--- src/verilog/fetch_pkg.sv ---
// Fetch front end shared definitions
// Widths, enums and packed structs used by the PC generator, the branch
// predictor, the fetch controller and the APB requester port
package fetch_pkg;

    // Datapath widths
    localparam int ADDR_W  = 32;
    localparam int INSTR_W = 32;

    typedef logic [ADDR_W-1:0]  addr_t;
    typedef logic [INSTR_W-1:0] instr_t;

    // Next PC source chosen by the fetch controller
    typedef enum logic [1:0] {
        NEXT_PC_KEEP    = 2'd0,
        NEXT_PC_BP_OR_4 = 2'd1,
        NEXT_PC_JUMP    = 2'd2
    } next_pc_sel_e;

    // Fetch controller states
    typedef enum logic [1:0] {
        FETCH_IDLE   = 2'd0,
        FETCH_SETUP  = 2'd1,
        FETCH_ACCESS = 2'd2,
        FETCH_HOLD   = 2'd3
    } fetch_state_e;

    // Exception causes, RISC-V mcause encoding
    typedef enum logic [3:0] {
        INSTR_ADDR_MISALIGNED = 4'd0,
        INSTR_ACCESS_FAULT    = 4'd1
    } ex_cause_e;

    typedef struct packed {
        logic      valid;
        ex_cause_e cause;
        addr_t     origin;
    } xcpt_t;

    // Prediction that travels with the fetched word
    typedef struct packed {
        logic  is_branch;
        logic  taken;
        addr_t pred_addr;
    } bpred_t;

    // PC change requested by commit or execute
    typedef struct packed {
        logic  valid;
        addr_t pc;
    } redirect_t;

    // Branch outcome from execute, trains the predictor
    typedef struct packed {
        logic  valid;
        addr_t pc;
        logic  taken;
        addr_t target;
    } branch_resolve_t;

    // APB requester side, read only
    typedef struct packed {
        logic  psel;
        logic  penable;
        addr_t paddr;
    } apb_req_t;

    // APB completer side
    typedef struct packed {
        logic   pready;
        instr_t prdata;
        logic   pslverr;
    } apb_rsp_t;

    // Packet handed to decode
    typedef struct packed {
        logic   valid;
        addr_t  pc;
        instr_t instr;
        xcpt_t  ex;
        bpred_t bpred;
    } fetch_out_t;

endpackage
--- src/verilog/fetch_ctrl.sv ---
// Fetch controller
// FSM that runs APB read transfers for the current pc, holds the
// fetched packet until decode takes it, and drops the result of a
// transfer that a redirect has made stale. Bus errors, timeouts and
// misaligned pcs are reported in the packet.
`timescale 1ns/1ps

module fetch_ctrl
    import fetch_pkg::*;
(
    input  logic         clk_i,
    input  logic         rstn_i,
    input  logic         stall_i,

    // From the PC generator and predictor
    input  addr_t        pc_i,
    input  logic         misaligned_i,
    input  bpred_t       bpred_i,

    input  redirect_t    redirect_i,
    // Access timeout
    input  logic         expired_i,

    // PC generator control
    output next_pc_sel_e sel_o,
    output addr_t        jump_pc_o,
    output logic         count_en_o,

    // APB requester
    output apb_req_t     apb_o,
    input  apb_rsp_t     apb_i,

    // Decode side
    output fetch_out_t   fetch_o,
    input  logic         fetch_ready_i
);

    fetch_state_e state_q, state_d;
    logic         discard_q, discard_d;
    // Transfer address, keeps paddr stable across a redirect
    addr_t        addr_q;

    // Held packet payload
    addr_t        pkt_pc_q;
    instr_t       pkt_instr_q;
    xcpt_t        pkt_ex_q;
    bpred_t       pkt_bpred_q;

    logic         capture;
    xcpt_t        ex_d;
    logic         bus_done;
    logic         bus_fault;

    // Transfer ends on pready or on timeout
    assign bus_done  = apb_i.pready | expired_i;
    // A completed transfer reports pslverr, a hung one always faults
    assign bus_fault = apb_i.pready ? apb_i.pslverr : expired_i;

    assign jump_pc_o = redirect_i.pc;

    always_comb begin
        state_d      = state_q;
        discard_d    = discard_q;
        sel_o        = NEXT_PC_KEEP;
        capture      = 1'b0;
        ex_d.valid   = 1'b0;
        ex_d.cause   = INSTR_ADDR_MISALIGNED;
        ex_d.origin  = pc_i;
        unique case (state_q)
            FETCH_IDLE: begin
                if (redirect_i.valid) begin
                    sel_o = NEXT_PC_JUMP;
                end else if (!stall_i) begin
                    if (misaligned_i) begin
                        // No bus access, report straight away
                        state_d    = FETCH_HOLD;
                        capture    = 1'b1;
                        ex_d.valid = 1'b1;
                    end else begin
                        state_d = FETCH_SETUP;
                    end
                end
            end
            FETCH_SETUP: begin
                if (misaligned_i) begin
                    // Predicted target not aligned, transfer suppressed
                    if (redirect_i.valid) begin
                        sel_o   = NEXT_PC_JUMP;
                        state_d = FETCH_IDLE;
                    end else begin
                        state_d    = FETCH_HOLD;
                        capture    = 1'b1;
                        ex_d.valid = 1'b1;
                    end
                end else begin
                    state_d = FETCH_ACCESS;
                    // Transfer has started, finish it and drop the data
                    if (redirect_i.valid) begin
                        sel_o     = NEXT_PC_JUMP;
                        discard_d = 1'b1;
                    end
                end
            end
            FETCH_ACCESS: begin
                ex_d.cause = INSTR_ACCESS_FAULT;
                if (redirect_i.valid) begin
                    sel_o     = NEXT_PC_JUMP;
                    discard_d = 1'b1;
                end
                if (bus_done) begin
                    discard_d = 1'b0;
                    if (discard_q || redirect_i.valid) begin
                        state_d = FETCH_IDLE;
                    end else begin
                        state_d    = FETCH_HOLD;
                        capture    = 1'b1;
                        ex_d.valid = bus_fault;
                    end
                end
            end
            FETCH_HOLD: begin
                if (redirect_i.valid) begin
                    // Held packet dropped
                    sel_o   = NEXT_PC_JUMP;
                    state_d = FETCH_IDLE;
                end else if (fetch_ready_i) begin
                    sel_o   = NEXT_PC_BP_OR_4;
                    state_d = stall_i ? FETCH_IDLE : FETCH_SETUP;
                end
            end
            default: begin
                state_d = FETCH_IDLE;
            end
        endcase
    end

    always_ff @(posedge clk_i or negedge rstn_i) begin
        if (!rstn_i) begin
            state_q   <= FETCH_IDLE;
            discard_q <= 1'b0;
        end else begin
            state_q   <= state_d;
            discard_q <= discard_d;
        end
    end

    // Address latched in SETUP for the ACCESS phase
    always_ff @(posedge clk_i) begin
        if (state_q == FETCH_SETUP) begin
            addr_q <= pc_i;
        end
    end

    // Packet capture on entry to HOLD
    always_ff @(posedge clk_i) begin
        if (capture) begin
            pkt_pc_q    <= pc_i;
            pkt_instr_q <= (state_q == FETCH_ACCESS) ? apb_i.prdata : '0;
            pkt_ex_q    <= ex_d;
            pkt_bpred_q <= bpred_i;
        end
    end

    // APB read, psel dropped if SETUP finds a misaligned pc
    assign apb_o.psel    = ((state_q == FETCH_SETUP) & ~misaligned_i) |
                           (state_q == FETCH_ACCESS);
    assign apb_o.penable = (state_q == FETCH_ACCESS);
    assign apb_o.paddr   = (state_q == FETCH_ACCESS) ? addr_q : pc_i;

    assign count_en_o = (state_q == FETCH_ACCESS);

    // HOLD is the only state with a packet
    assign fetch_o.valid = (state_q == FETCH_HOLD);
    assign fetch_o.pc    = pkt_pc_q;
    assign fetch_o.instr = pkt_instr_q;
    assign fetch_o.ex    = pkt_ex_q;
    assign fetch_o.bpred = pkt_bpred_q;

endmodule

--- config.mk ---
export PLATFORM = sky130hd
export DESIGN_NAME = fetch_ctrl
export DESIGN_NICKNAME = d
export VERILOG_FILES = /design/src/verilog/fetch_pkg.sv /design/src/verilog/fetch_ctrl.sv
export SDC_FILE = /design/constraint.sdc
export NUM_CORES = 1
export LEC_CHECK = 0
export ABC_AREA = 1
export BUFFER_PORTS_ARGS = -buffer_cell sky130_fd_sc_hd__buf_4
export CAP_MARGIN = 20
export CORE_AREA = 3 3 132 134
export CTS_BUF_LIST = sky130_fd_sc_hd__clkbuf_4 sky130_fd_sc_hd__clkbuf_8 sky130_fd_sc_hd__clkbuf_16
export CTS_CLUSTER_SIZE = 10
export DETAILED_ROUTE_END_ITERATION = 10
export DIE_AREA = 0 0 135 137
export PLACE_DENSITY = 0.71
export SYNTH_ARGS = -nofsm -noshare
export SYNTH_HDL_FRONTEND = slang
export SYNTH_SLANG_ARGS = --single-unit
--- constraint.sdc ---
create_clock -name clk_i -period 7.7 [get_ports clk_i]
set_input_delay 0.385 -clock clk_i [delete_from_list [all_inputs] [get_ports clk_i]]
set_output_delay 0.385 -clock clk_i [all_outputs]
set_load 0.005 [all_outputs]
Word level (Yosys, flattened, before mapping):

Index checks and enable logic that the tools add are counted.
Widths: inputs -> output; s select.

* input port bits: 139
* output and inout port bits: 205
* flip-flop bits (word level): 138
* logic and storage cells: 61

* bitwise operators: 4
* eq/ne operators: 8
* mux-type cells: 33
* reductions and logical operators: 6

Operator list (number)
* $mux 32: 1
* $mux 2: 11
* $mux 1: 16
* $pmux 2 s4: 1
* $ne 2x2->1 const B: 3
* $pmux 1 s3: 2
* $eq 2x2->1 const B: 2
* $pmux 2 s2: 1
* $reduce_and 4->1: 1
* $ne 3x2->1 const B: 1
* $reduce_or 3->1: 1
* $eq 2x1->1 const B: 1
* $logic_not 2->1: 1
* $ne 2x1->1 const B: 1
* $or 1x1->1: 2
* $pmux 1 s2: 1
* $reduce_and 2->1: 1
* $reduce_bool 2->1: 1
* $and 1x1->1: 1
* $logic_or 1x1->1: 1
* $not 1->1: 1

Longest topological paths before layout:

* depth in word-level cells: 4
* gate-level depth with buffers: 7
* mapped depth without buffers: 7

Worst setup path before layout:

No wires, ideal clock.

* path kind: register to register
* start: reg state_q[0]
* end: reg pkt_bpred_q, in the netlist fetch_o[0] (enable)
* stages on the path, launching flop included: 4
* required time: 7.115 ns
* data arrival time: 5.496 ns
* slack: 1.619 ns
* period minus slack after synthesis: 6.081 ns
* buffers on the path: 0
* setup time: 0.585 ns
* cells stage by stage: dfrtp_1 nor2_4 nand2_2 o211ai_1

* cells in the longest elaborated chain, start to end: 2
* elaborated cells between the ends (all ways): 4
* those cells by class: eq/ne: 2; mux: 1; reduce/logical: 1

Ends and longest elaborated chain
* from (decl): line fetch_ctrl.sv:38 `fetch_state_e state_q, state_d;`
* from (signal assigned): line fetch_ctrl.sv:142 `state_q <= state_d;`
* $eq 2x2->1, or another cell as far along: line fetch_ctrl.sv:69 `unique case (state_q)`
* $pmux 1 s3 (*): line fetch_ctrl.sv:69
* via capture: line fetch_ctrl.sv:49 `logic capture;`
* to (signal assigned): line fetch_ctrl.sv:160 `pkt_bpred_q <= bpred_i;`
* to (decl): line fetch_ctrl.sv:47 `bpred_t pkt_bpred_q;`

The timed path passes the listed nets; every way through them passes the cells marked *.
A chain may end at the register's enable or synchronous reset.

Worst setup path in the final report:

* start: reg state_q[1]
* end: reg pkt_ex_q, in the netlist fetch_o[51] (enable)

* cells in the longest elaborated chain, start to end: 2
* elaborated cells between the ends (all ways): 4
* those cells by class: eq/ne: 2; mux: 1; reduce/logical: 1

Ends and longest elaborated chain
* $eq 2x2->1, or another cell as far along: line fetch_ctrl.sv:69
* $pmux 1 s3 (*): line fetch_ctrl.sv:69
* via capture: line fetch_ctrl.sv:49
* to (signal assigned): line fetch_ctrl.sv:159 `pkt_ex_q <= ex_d;`
* to (decl): line fetch_ctrl.sv:46 `xcpt_t pkt_ex_q;`

Marked as above.

==> impl_metrics.env <==
export IMPL_status="complete, no violations"
export IMPL_max_capacitance_violation_total=0
export IMPL_period_needed_ns=2.91
export IMPL_cp_data_arrival_time_ns=2.94
export IMPL_start_util_pct=33.5
export IMPL_cts_clk_slew_worst_paths_ns=0.06
export IMPL_yosys_cell_count_top_type="edfxtp_1"
export IMPL_yosysTopAreaCellShare_pct=72.0
export IMPL_remaining_drc_errors=0
export IMPL_clock_sink_count=135
export IMPL_num_rows=47
export IMPL_final_setup_skew_ns=0.00871
export IMPL_min_path_type="input port to flop"
export IMPL_avgRoutedWirePerCell_microns=15.1
export IMPL_avgSynthCellArea_sq_um=12.9
export IMPL_coreArea_sq_um=16400
export IMPL_worstHoldStart="bpred_i[10]"
export IMPL_floorplan_die_height_microns=137
export IMPL_cts_buffers=17
export IMPL_crit_required_ns=7.73
export IMPL_cell_types_with_the_largest_area_share_after_synthesis="edfxtp_1 (72%), buf_4 (9.8%), nand2_1 (7.6%)"
export IMPL_num_vias=3652
export IMPL_postSynth_asyncResetShare_pct=2.22
export IMPL_layoutNonFillerInstCount=885
export IMPL_post_layout_total_power_mw=2.55
export IMPL_route_detailed_vias_per_inst=4.13
export IMPL_number_of_global_route_vias_before_repair=3482
export IMPL_power_leakage_nw=3.55
export IMPL_gp_congestion=0.802
export IMPL_finalNetCount=791
export IMPL_post_route_cells_drive_above_1_share_pct=48.0
export IMPL_ioPinCount=344
export IMPL_crit_path_start="state_q[1]"
export IMPL_drt_wl_total_microns=13300
export IMPL_netlist_top_cells_count="edfxtp_1 (132), nand2_1 (112), buf_4 (72)"
export IMPL_design_die_area_sq_um=18500
export IMPL_antenna_cells_inserted=0
export IMPL_power_per_cell_area_nw_per_um2=327
export IMPL_h_tree_levels=4
export IMPL_worstSetupStartpointType="flop"
export IMPL_ys_seq_elements=135
export IMPL_grt_usage_pct=13.4
export IMPL_ys_warnings=0
export IMPL_synth_cell_area_sq_um=5500
export IMPL_synth_cells=428
export IMPL_period_share_pct=37.8
export IMPL_path_class="flop to flop"
export IMPL_multiInputGateArea_sq_um=686
export IMPL_report_final_setup_viol=0
export IMPL_grt_pass1_wl_microns=18800
export IMPL_yosys_area_top_type="edfxtp_1"
export IMPL_grt_antenna_before_repair=0
export IMPL_tritoncts="done"
export IMPL_clk_insertion_delay_late_ns=0.41
export IMPL_synthToLayoutAreaGrowth_pct=42.1
export IMPL_num_fill_cells=1497
export IMPL_synthFlopType="edfxtp_1"
export IMPL_detail_route_antenna_nets=0
export IMPL_number_of_synthesized_flops_with_an_enable_pin=132
export IMPL_critical_path_endpoint_type="flop"
export IMPL_timing_final_hold_violations=0
export IMPL_max_slew_vio_count=0
export IMPL_reg2reg_from="state_q[1]"
export IMPL_largest_net_degree_at_the_start_of_global_routing=68
export IMPL_root_buffer="clkbuf_16"
export IMPL_post_route_util_pct=47.7
export IMPL_area_sequential_sq_um=4040
export IMPL_setup_repair_after_global_routing_missed_its_margin="false"
export IMPL_die_x_microns=135
export IMPL_dpl_hpwl_microns=9800
export IMPL_drt_iter0_drc=186
export IMPL_port_buffers=276
export IMPL_number_of_distinct_standard_cells_referenced_by_the_synthesized_netlist=18
export IMPL_ctsLongestPathBuffers=2
export IMPL_global_route_overflow=0
export IMPL_vdd_ir_drop_worst_uv=168
export IMPL_dp_cells=852
export IMPL_max_clock_freq_mhz=343
export IMPL_worstMarginPinSlew_ns=0.844
export IMPL_worst_slew_margin_rel_pct=43.7
export IMPL_synth_yosys_seq_area_share_pct=73.4
export IMPL_crit_fanout=67
export IMPL_firstDrtPassIters=4
export IMPL_final_setup_tns_ns=0
-- stage by stage --
step | hold WS [ns] | instance area, sq um | worst slack [ns]
CTS | 0.131 | 7820 | 4.72
detailed placement | 0.181 | 7270 | 4.73
floorplan | 0.0894 | 5510 | 1.62
global placement | 0.179 | 7270 | 4.80
global route | 0.121 | 7820 | 4.52
finish | 0.149 | 7820 | 4.79
-- cell usage in the layout (no fill, tap or decap), drive strengths merged --
| cell type | count |
|---|---|
| buf | 281 |
| clkbuf | 18 |
| clkinv | 5 |
| clkinvlp | 6 |
| conb | 3 |
| dfrtp | 3 |
| dlygate4sd3 | 1 |
| edfxtp | 132 |
| inv | 47 |
| nand2 | 115 |
| nand3 | 4 |
| nand4 | 1 |
| nor2 | 41 |
| nor3 | 2 |
| o211ai | 1 |
| o21ai | 5 |
-- final timing paths --
kind                       slack [ns]  cells past startpoint          end
setup / recovery                 4.79                      8  fetch_o[51]
min in group asynchronous        0.30                      2   state_q[1]
max in group asynchronous        7.30                      2    discard_q
hold reg to reg                  0.60                      2    discard_q
setup reg to reg                 4.79                      8  fetch_o[51]
hold / removal                   0.15                      1  fetch_o[10]
-- sequential cells by signal, indices dropped and copies added (netlist names) --
register	cells
fetch_o	68
addr_q	32
pkt_instr_q	32
state_q	2
discard_q	1
-- timing repair --
item | in CTS | in global routing
endpoints found under the hold margin | 3 | 0
setup buffers | 0 | 0
hold buffers | 1 | 0
resized for setup | 0 | 0
-- where the power goes --
group | internal [mW] | leakage, nW | switching (mW)
Combinational | 0.343 | 2.03 | 0.395
Sequential | 1.04 | 1.27 | 0.0557
Clock | 0.416 | 0.246 | 0.311
Total | 1.79 | 3.55 | 0.761
-- layer usage --
metal | up-vias | routed length [microns] | GRT usage, %
li1 | 1770 | - | -
met1 | 1687 | 4730 | 14.8
met2 | 172 | 7080 | 23.3
met3 | 23 | 1310 | 5.37
met4 | 0 | 221 | 5.32
met5 | - | 0 | 0
-- cell families (layout without fill, tap and decap cells) --
logic type      after synthesis  after routing  synth area share [%]
compound gates                6              6                 0.591
flops                       135            135                  73.4
other cells                   1              3                0.0682
simple gates                163            163                  11.7
buf+inv                     123            358                  14.3
-- layout make-up --
cell class	instances	share of cell area, %
inverter	44	2.11
tap	220	3.52
clock inverter	14	1.31
clock buffer	18	5.54
timing repair buffer	282	27.1
sequential	135	51.6
multi-input combinational	172	8.77
-- critical path, cell delays in order (launching register included) --
cell	delay, ns
dfrtp_1	0.43
inv_2	0.11
nand2_1	0.07
inv_1	0.06
buf_4	0.39
nand2_1	0.15
o211ai_1	0.12
buf_4	0.42
buf_4	0.73
(Power assumes the default switching activity.)
