**config.mk**
```make
export PLATFORM = sky130hd
export DESIGN_NAME = apb_wait_timer
export DESIGN_NICKNAME = d
export VERILOG_FILES = /design/src/verilog/apb_wait_timer.sv
export SDC_FILE = /design/constraint.sdc
export NUM_CORES = 1
export LEC_CHECK = 0
export CELL_PAD_IN_SITES_DETAIL_PLACEMENT = 2
export CELL_PAD_IN_SITES_GLOBAL_PLACEMENT = 2
export CORE_AREA = 2 2 39 41
export DETAILED_ROUTE_END_ITERATION = 7
export DIE_AREA = 0 0 41 43
export DONT_BUFFER_PORTS = 1
export MAX_ROUTING_LAYER = met4
export PLACE_DENSITY_LB_ADDON = 0.1
export RECOVER_POWER = 25
export SETUP_SLACK_MARGIN = 0.2
export SKIP_LAST_GASP = 1
export SLEW_MARGIN = 0
export SYNTH_ARGS = -nofsm -noshare
export SYNTH_HDL_FRONTEND = slang
export SYNTH_SLANG_ARGS = --single-unit
export TNS_END_PERCENT = 100
```
**constraint.sdc**
```tcl
create_clock -name clk_i -period 2.7 [get_ports clk_i]
set_clock_uncertainty 0.1 [all_clocks]
set_input_delay 0.54 -clock clk_i [delete_from_list [all_inputs] [get_ports clk_i]]
set_output_delay 0.54 -clock clk_i [all_outputs]
set_load 0.05 [all_outputs]
```
**src/verilog/apb_wait_timer.sv**
```systemverilog
// APB wait timer
// Counts cycles spent in the APB ACCESS phase and flags the access
// as expired once the count reaches TIMEOUT_CYCLES
`timescale 1ns/1ps

module apb_wait_timer #(
    parameter int TIMEOUT_CYCLES = 32
) (
    input  logic clk_i,
    input  logic rstn_i,
    input  logic count_en_i,
    output logic expired_o
);

    localparam int CNT_W = $clog2(TIMEOUT_CYCLES + 1);

    logic [CNT_W-1:0] cnt_q;

    // Cleared outside ACCESS, stops at the limit
    always_ff @(posedge clk_i or negedge rstn_i) begin
        if (!rstn_i) begin
            cnt_q <= '0;
        end else if (!count_en_i) begin
            cnt_q <= '0;
        end else if (!expired_o) begin
            cnt_q <= cnt_q + 1'b1;
        end
    end

    assign expired_o = (cnt_q == CNT_W'(TIMEOUT_CYCLES));

endmodule

```
# Word level (Yosys, flattened, before mapping)
# Index checks and enable logic that the tools add are counted.
[totals]
ff_bits = 6
out_inout_bits = 1
[classes]
addsub = 1
n_eq_ne = 2
n_mux = 2
[ops]
columns = ["cell", "n"]
rows = [
  ["6-bit 2-to-1 mux", 2],
  ["6-bit by 1-bit adder with 6-bit output, second input constant", 1],
  ["6-bit == test, second input constant", 1],
  ["2-bit != test, second input constant", 1],
]

# Depth between registers and ports, before layout
# Gate-level depths: netlist of run 1.
[depth]
depth_word = 3
depth_mapped = 5
mapped_depth_nobuf = 5

# Least setup slack after synthesis of run 1
# Ideal clock, no wire load.
[synth_timing]
path_kind = "reg2out"
startpoint = "reg cnt_q[0]"
endpoint = "out expired_o"
t_arrival_ns = 1.311
t_required_ns = 2.060
path_slack_ns = 0.749
stages_incl_launch_ff = 5
n_path_buf = 0
path_cell_list = "dfrtp_1 -> inv_1 -> ha_1 -> nand2_1 -> nor4_4"
[synth_between]
elab_chain_cells = 1
[synth_lines]
columns = ["item", "line", "text"]
rows = [
  ["from (decl)", "17", "logic [CNT_W-1:0] cnt_q;"],
  ["from (signal assigned)", "26", "cnt_q <= cnt_q + 1'b1;"],
  ["6-bit == test", "30", "assign expired_o = (cnt_q == CNT_W'(TIMEOUT_CYCLES));"],
  ["to (decl)", "12", "output logic expired_o"],
]
# No other way between the ends.

# Worst setup path in the final report of run 1
# Ends and elaborated chain as after synthesis.

==> results of run 1 <==
-- logic make-up after synthesis --
| group | Yosys count |
|---|---|
| flip-flops | 6 |
| buffers and inverters | 3 |
| AO/OA/AOI/OAI | 2 |
| AND/OR/NAND/NOR | 16 |
| XOR/XNOR | 2 |
| multiplexers | 2 |
| adder cells (fa/ha/maj) | 2 |
-- final timing paths --
path,slack [ns],end,start,cells after the start
max reg2reg,0.76,cnt_q[1]$_DFFE_PN0P_,cnt_q[0]$_DFFE_PN0P_,6
max,0.49,expired_o,cnt_q[0]$_DFFE_PN0P_,4
min in group asynchronous,0.52,cnt_q[2]$_DFFE_PN0P_,rstn_i,1
min reg2reg,0.47,cnt_q[5]$_DFFE_PN0P_,cnt_q[5]$_DFFE_PN0P_,2
max in group asynchronous,1.74,cnt_q[3]$_DFFE_PN0P_,rstn_i,1
min,0.33,cnt_q[1]$_DFFE_PN0P_,count_en_i,2
-- layer usage --
| layer | wire [um] | vias to the layer above | global-route usage, % |
|---|---|---|---|
| li1 | - | 119 | - |
| met1 | 339 | 115 | 13.92 |
| met2 | 375 | 3 | 15.00 |
| met3 | 26 | 2 | 6.283 |
| met4 | 5 | 0 | 8.000 |
| met5 | 0 | - | - |
-- final cells by class --
cell class | instances | area, um2 | area share, %
multi-input cells | 24 | 176.4 | 44.76
flip-flops and latches | 6 | 150.1 | 38.10
clock buffers | 3 | 22.52 | 5.714
well taps | 16 | 20.02 | 5.079
repair buffers | 2 | 17.52 | 4.444
inverters | 2 | 7.507 | 1.905
-- critical path: cells and delay by family, from the launching register on --
family | cells | cell delay [ns]
flip-flops | 1 | 0.41
buffers and inverters | 1 | 0.09
AND/OR/NAND/NOR | 2 | 0.68
adder cells (fa/ha/maj) | 1 | 0.14
-- power groups by stage --
| stage | logic (W) | clock network (W) | registers (W) |
|---|---|---|---|
| floorplan | 0.0000106 | 0 | 0.0000997 |
| global placement | 0.0000103 | 0 | 0.000100 |
| detailed placement | 0.0000108 | 0 | 0.000101 |
| CTS | 0.0000142 | 0.0000919 | 0.0000995 |
| global route | 0.0000162 | 0.000101 | 0.000100 |
| finish | 0.0000136 | 0.0000865 | 0.0000993 |
-- metrics by stage --
stage               area (um2)  setup slack [ns]  total power [W]  hold slack (ns)
finish                   394.1            0.4907        0.0001994           0.3272
global placement         361.6            0.7734        0.0001108           0.1446
detailed placement       361.6            0.7415        0.0001118           0.1446
floorplan                339.1            0.7494        0.0001103           0.1444
global route             394.1            0.3859        0.0002172           0.3176
CTS                      394.1            0.4606        0.0002055           0.3171
-- timing repair --
| item | 4_1_cts | 5_1_grt |
|---|---|---|
| setup buffers | 0 | 0 |
| hold endpoints to repair | 6 | 0 |
| hold buffers | 1 | 0 |
-- cell usage in the layout (no fill, tap or decap), drive strengths merged --
cell type / n
or4b: 1
mux2i: 2
buf: 1
nor4: 1
nand2: 7
inv: 2
xnor2: 2
nand3b: 2
dlygate4sd3: 1
ha: 2
and2: 2
o21ai: 2
clkbuf: 3
nor2: 1
nand3: 2
dfrtp: 6
==> metrics.txt, run 1 <==
fmax=0.4526 GHz; post-synthesis mux area share=5.904%; post-route setup TNS=0 ns; Internal=0.0001510 W; critical-path cell list=inv_1 > ha_1 > nand2_1 > nor4_4; TritonCTS clock tree=built; Sink Count=6; nets=44; number of filler instances in the final layout=160; Final Critical Period=2.209 ns; Ys Warns=0; Least-Margin Pin Slew=0.7778 ns; crit end category=output pin; first-pass iteration count of the detailed router=2; dominant cell type by area after synthesis=dfrtp_1; synthesized area per cell=10.28 um2; clock slew at reported path FFs=0.05 ns; sw frac=24.29%; sequential share of power=49.8%; Syn Nets=38; share of post-route cells with drive strength above 1=16.22%; DRT antenna net count=0; clk root buf=clkbuf_4; post-synthesis adder-cell area fraction=7.380%; Mapped Cells=33; post-synthesis cell area=339.1 um2; Die Y-Extent=43 um; Async SR Flop Fraction=100.0%; Slew Limit Fails=0; clock power share=43.4%; NetSw=0.00004844 W; Synth Area in XOR/XNOR=5.166%; Via Count=239; area fraction of the dominant cell type after synthesis=44.28%; DRC errors left=0; WS Path Type=reg2out; biggest regs=cnt_q (6); pwr dens=506.0 nW/um2; final cycle utilization of the critical path=81.82%; outcome=finished, final reports clean; global route total overflow=0; Max Cap Viol=0; Largest Register=cnt_q; post-synthesis sequential area ratio=44.28%; PostCTS Resize Cnt=0; antenna violations before repair=0; die width=41 um; Initial DRC Count=3; CTS Buf Count=3; flip-flop count of the largest register, all copies and words added=6; Tightest Hold Check Type=in2reg; register bit total from synthesis=6; count leader, synth=nand2_1; Setup Viol. Count Final=0; FP Rows=14; Startpoint Class=register; Yosys cell types=15; CP max FO=4; Post-synth EDFFs=0; Core Area=1384 um2; WP data arrival=1.57 ns; die area=1763 um2; Via density=4.509; Final Wtd Congestion=0.6826; largest family of logic cells by synthesized area=simple AND/OR/NAND/NOR gates; Hold Fails Final Rpt=0; Required @ worst endpoint=2.06 ns; WL final=746 um; slowest cell delay on critical path=0.60 ns; largest net degree at the start of global routing=11; slowest stage cell, crit path=nor4_4; Longest Clk Path Bufs=2; utilization after layout=28.48%; Ant. Diodes=0; Worst slew margin=47.75%; Placed Cells=49; Max rail drop VDD=0.0001571 V; All-Layer GR Usage=11.86%; Final Instance Count excl. Fillers=53; port bufs=0; Layout area overhead=16.24%; vias in the first global route=277; first-pass GRT wire length=1255 um; I/O pins=4; Simple-Gate Fraction of Synth Area=30.63%; Main synth FF type=dfrtp_1; RSZ-0062 raised after global routing=no; Skew-Pair Late Insertion Delay=0.25 ns; initial core utilization=24.50%; Pleak=0.1611 nW; largest cells by area after synthesis=dfrtp_1 44%, nand2_1 7.7%, ha_1 7.4%, nor4_4 6.3%, mux2i_1 5.9%; Max H-tree Level=1; Commonest cells post-synth=7 x nand2_1, 6 x dfrtp_1; Synth Area in Compound Gates=2.952%; Wirelength per Cell=14.08 um; Comb pwr share=6.8%
Power figures use the tool's default switching activity.
==> run 2: changes to the inputs <==
==> constraint.sdc (replaced) <==
create_clock -name clk_i -period 2.24 [get_ports clk_i]
set_clock_uncertainty 0.1 [all_clocks]
set_input_delay 0.448 -clock clk_i [delete_from_list [all_inputs] [get_ports clk_i]]
set_output_delay 0.448 -clock clk_i [all_outputs]
set_load 0.05 [all_outputs]
==> metrics.txt, run 2 (synthesis gave the netlist of run 1 again) <==
WS Path Type=reg2out; gr busiest metal=met2; RSZ-0062 raised after global routing=no; DP Wirelength=567.8 um; Via density=4.509; post-route setup TNS=0 ns; clock slew at reported path FFs=0.05 ns; slowest stage cell, crit path=dfrtp_1; share of post-route cells with drive strength above 1=16.22%; DRC errors left=0; TritonCTS clock tree=built; largest net degree at the start of global routing=11; PostCTS Resize Cnt=0; port bufs=0; GR Layer Usage met1=13.44%; Final Wtd Congestion=0.5727; Layout area overhead=16.24%; Final WS setup=0.3402 ns; die width=41 um; I/O pins=4; Min-Delay Path Depth=1; outcome=finished, final reports clean; nets=44; Setup Viol. Count Final=0; Skew-Pair Late Insertion Delay=0.24 ns; crit end category=output pin; Ant. Diodes=0; Tightest Hold Check Type=in2reg; Slew Limit Fails=0; Core Area=1384 um2; initial core utilization=24.50%; fmax=0.5264 GHz; Via Count=239; hold buffers post-CTS=1; critical-path cell list=inv_1 > ha_1 > nand2_1 > nor4_4 > buf_4; WP data arrival=1.35 ns; Startpoint Class=register; global route total overflow=0; Max Cap Viol=0; final cycle utilization of the critical path=84.81%; clk root buf=clkbuf_4; slowest cell delay on critical path=0.41 ns; dpl ws=0.5680 ns; vias in the first global route=286; pwr dens=594.9 nW/um2; Max H-tree Level=1; Worst slew margin=79.70%; DRT antenna net count=0; Post-CTS Setup Bufs=0; Sink Count=6; Initial DRC Count=0; die area=1763 um2; biggest regs=cnt_q (6); Required @ worst endpoint=1.69 ns; CTS Buf Count=3; flip-flop count of the largest register, all copies and words added=6; WL final=719 um; commonest non-fill, non-tap cell in the layout=nand2_1; final hold slack=0.2427 ns; most frequent cells in the layout=7 x nand2_1, 6 x dfrtp_1, 3 x clkbuf_4; Reg2Reg Depth=6; first-pass GRT wire length=1235 um; first-pass iteration count of the detailed router=1; antenna violations before repair=0; Final Critical Period=1.900 ns; Hold Fails Final Rpt=0; Longest Clk Path Bufs=2; M3 GR Usage=4.712%; met2 usage=16.25%; Least-Margin Pin Slew=0.3035 ns; Largest Register=cnt_q; Max rail drop VDD=0.0001889 V; Pleak=0.1611 nW; Die Y-Extent=43 um; Wirelength per Cell=13.57 um; FP Rows=14; CP max FO=4; number of filler instances in the final layout=161; All-Layer GR Usage=11.49%
==> run 2: cell counts in the layout (fill, tap and decap cells not counted) <==
No cell type changed its count.
==> run 2: worst max-delay path, delay by kind of cell, from the launching register on <==
family,cells,cell delay (ns)
adders and majority gates,1,0.15
buffers and inverters,2,0.35
DFF,1,0.41
and+or+nand+nor,2,0.20
==> run 2: worst paths after layout <==
kind / slack, ns / start / to
hold reg to reg: 0.49 / cnt_q[5]$_DFFE_PN0P_ / cnt_q[5]$_DFFE_PN0P_
max in group asynchronous: 1.38 / rstn_i / cnt_q[1]$_DFFE_PN0P_
hold / removal: 0.24 / count_en_i / cnt_q[3]$_DFFE_PN0P_
setup / recovery: 0.34 / cnt_q[0]$_DFFE_PN0P_ / expired_o
min in group asynchronous: 0.43 / rstn_i / cnt_q[2]$_DFFE_PN0P_
setup reg to reg: 0.72 / cnt_q[0]$_DFFE_PN0P_ / cnt_q[0]$_DFFE_PN0P_
==> run 2: per-stage QoR <==
step           utilization (%)  std cells   power, W  instance area, um2
4_1_cts                  28.48         53  0.0002423               394.1
2_1_floorplan                -         33  0.0001330               339.1
5_1_grt                  28.48         53  0.0002562               394.1
3_5_place_dp             26.13         49  0.0001357               361.6
6_report                 28.48         53  0.0002345               394.1
3_3_place_gp             26.13         49  0.0001334               361.6
==> run 2: where the power goes <==
group / total [W] / internal [W] / switching (W)
sequential: 0.000120 / 0.000113 / 0.00000664
clock: 0.0000976 / 0.0000605 / 0.0000372
combinational: 0.0000169 / 0.00000809 / 0.00000882
==> run 2: layout make-up <==
type / count / area (um2) / area share (%)
clock buffers: 3 / 22.52 / 5.714
multi-input cells: 24 / 176.4 / 44.76
repair buffers: 2 / 17.52 / 4.444
well taps: 16 / 20.02 / 5.079
inverters: 2 / 7.507 / 1.905
flip-flops and latches: 6 / 150.1 / 38.10
==> run 2: layer usage <==
layer	wire length, um	part of all wire, %
met1	328	46
met2	366	51
met3	24	3.3
met4	0	0
met5	0	0
==> run 3: changes to the inputs <==
==> constraint.sdc (replaced) <==
create_clock -name clk_i -period 1.96 [get_ports clk_i]
set_clock_uncertainty 0.1 [all_clocks]
set_input_delay 0.392 -clock clk_i [delete_from_list [all_inputs] [get_ports clk_i]]
set_output_delay 0.392 -clock clk_i [all_outputs]
set_load 0.05 [all_outputs]
==> metrics.txt, run 3 (synthesis gave the netlist of run 1 again) <==
largest net degree at the start of global routing=11; DRT antenna net count=0; All-Layer GR Usage=13.13%; NetSw=0.00006523 W; outcome=finished, final reports clean; Largest Register=cnt_q; multi-input logic area=176.4 um2; Via density=4.691; Startpoint Class=register; vias in the first global route=298; Layout area overhead=21.77%; RR Endpoint=cnt_q[5]$_DFFE_PN0P_; Finished Cell Area=412.9 um2; fmax=0.5622 GHz; WS Path Type=reg2out; post-route setup TNS=0 ns; final hold slack=0.1802 ns; DP Wirelength=591.9 um; CP max FO=4; Core Area=1384 um2; nets=46; Final Wtd Congestion=0.5975; number of filler instances in the final layout=164; Max rail drop VDD=0.0002584 V; die width=41 um; FP Rows=14; Final Instance Count excl. Fillers=55; Reg2Reg Depth=3; critical-path cell list=inv_2 > ha_1 > nand2_1 > nor4_4 > buf_6; sequential share of power=48.5%; Placed Cells=49; Worst slew margin=79.43%; register-to-register setup slack=0.51 ns; placed cell area=361.6 um2; Longest Clk Path Bufs=2; Skew-Pair Late Insertion Delay=0.25 ns; first-pass iteration count of the detailed router=2; Final Critical Period=1.779 ns; share of post-route cells with drive strength above 1=23.08%; Max H-tree Level=1; Seq. cell area=150.1 um2; slowest cell delay on critical path=0.38 ns; antenna violations before repair=0; WL final=828 um; Pleak=0.1714 nW; RSZ-0062 raised after global routing=yes; crit path buf inv count=2; Hold Fails Final Rpt=0; RR Startpoint=cnt_q[2]$_DFFE_PN0P_; sw frac=23.48%; die area=1763 um2; DRC errors left=0; global route total overflow=0; Setup Viol. Count Final=0; WP data arrival=1.29 ns; I/O pins=4; Min-Delay Path Depth=1; Comb pwr share=10.3%; Crit path max-delay family=flip-flops; Sink Count=6; clock power share=41.2%; Slew Limit Fails=0; initial core utilization=24.50%; CTS Buf Count=3; clk root buf=clkbuf_4; commonest non-fill, non-tap cell in the layout=nand2_1; clock slew at reported path FFs=0.05 ns; hold_sp=count_en_i; crit end category=output pin; most frequent cells in the layout=7 x nand2_1, 6 x dfrtp_1, 3 x clkbuf_4; Die Y-Extent=43 um; Internal=0.0002126 W; flip-flop count of the largest register, all copies and words added=6; Ant. Diodes=0; Max Cap Viol=0; TritonCTS clock tree=built; Tightest Hold Check Type=in2reg; WHS Endpoint=cnt_q[3]$_DFFE_PN0P_; Via Count=258; pwr dens=673.0 nW/um2; Wirelength per Cell=15.05 um; Least-Margin Pin Slew=0.3076 ns; first-pass GRT wire length=1359 um; Required @ worst endpoint=1.47 ns; Initial DRC Count=1; biggest regs=cnt_q (6); port bufs=0; final cycle utilization of the critical path=90.74%; slowest stage cell, crit path=dfrtp_1
run 3: cell types whose count changed in the layout (fill, tap and decap cells not counted), sizes merged:
cell,change
buf,+2
run 3: cell type report:
| type | count | share of cell area [%] |
|---|---|---|
| clock buffers | 3 | 5.455 |
| inverters | 2 | 1.818 |
| multi-input cells | 24 | 42.73 |
| flip-flops and latches | 6 | 36.36 |
| well taps | 16 | 4.848 |
| repair buffers | 4 | 8.788 |
run 3: timing repair:
action / in CTS / in global routing
hold endpoints to repair: 6 / 0
setup endpoints to repair: 1 / 1
hold buffers: 1 / 0
buffers inserted: 2 / 0
resized for setup: 2 / 0
cloned: 0 / 0
run 3: worst max path at each step:
stage | startpoint | end | cells past startpoint
5_1_grt | cnt_q[0]$_DFFE_PN0P_ | expired_o | 5
4_1_cts | cnt_q[0]$_DFFE_PN0P_ | expired_o | 5
2_1_floorplan | cnt_q[0]$_DFFE_PN0P_ | expired_o | 4
6_report | cnt_q[0]$_DFFE_PN0P_ | expired_o | 5
3_5_place_dp | cnt_q[0]$_DFFE_PN0P_ | expired_o | 5
3_3_place_gp | cnt_q[0]$_DFFE_PN0P_ | expired_o | 5
run 3: layer usage:
layer	vias to the layer above	wire [um]	global-route usage [%]
li1	122	-	-
met1	125	339	14.38
met2	6	414	17.50
met3	5	50	7.853
met4	0	23	8.000
met5	-	0	-
run 3: worst reg2reg max path: stages, from the launching register on:
cell,delay [ns]
dfrtp_1,0.47
nand3_2,0.16
or4b_1,0.52
o21ai_0,0.11
run 3: per-stage QoR:
step	util, %	total power (W)	worst slack, ns
after CTS	29.84	0.0002871	0.1565
after floorplan	-	0.0001520	0.1574
after global routing	29.84	0.0002998	0.09394
final	29.84	0.0002779	0.1814
after detailed placement	26.13	0.0001550	0.3229
after global placement	26.13	0.0001534	0.3465
run 3: power by group through the flow:
stage	Sequential (W)	Clock [W]	Combinational (W)
floorplan	0.000137	0	0.0000147
global placement	0.000139	0	0.0000143
detailed placement	0.000140	0	0.0000154
CTS	0.000135	0.000123	0.0000292
global route	0.000135	0.000132	0.0000329
finish	0.000135	0.000114	0.0000286
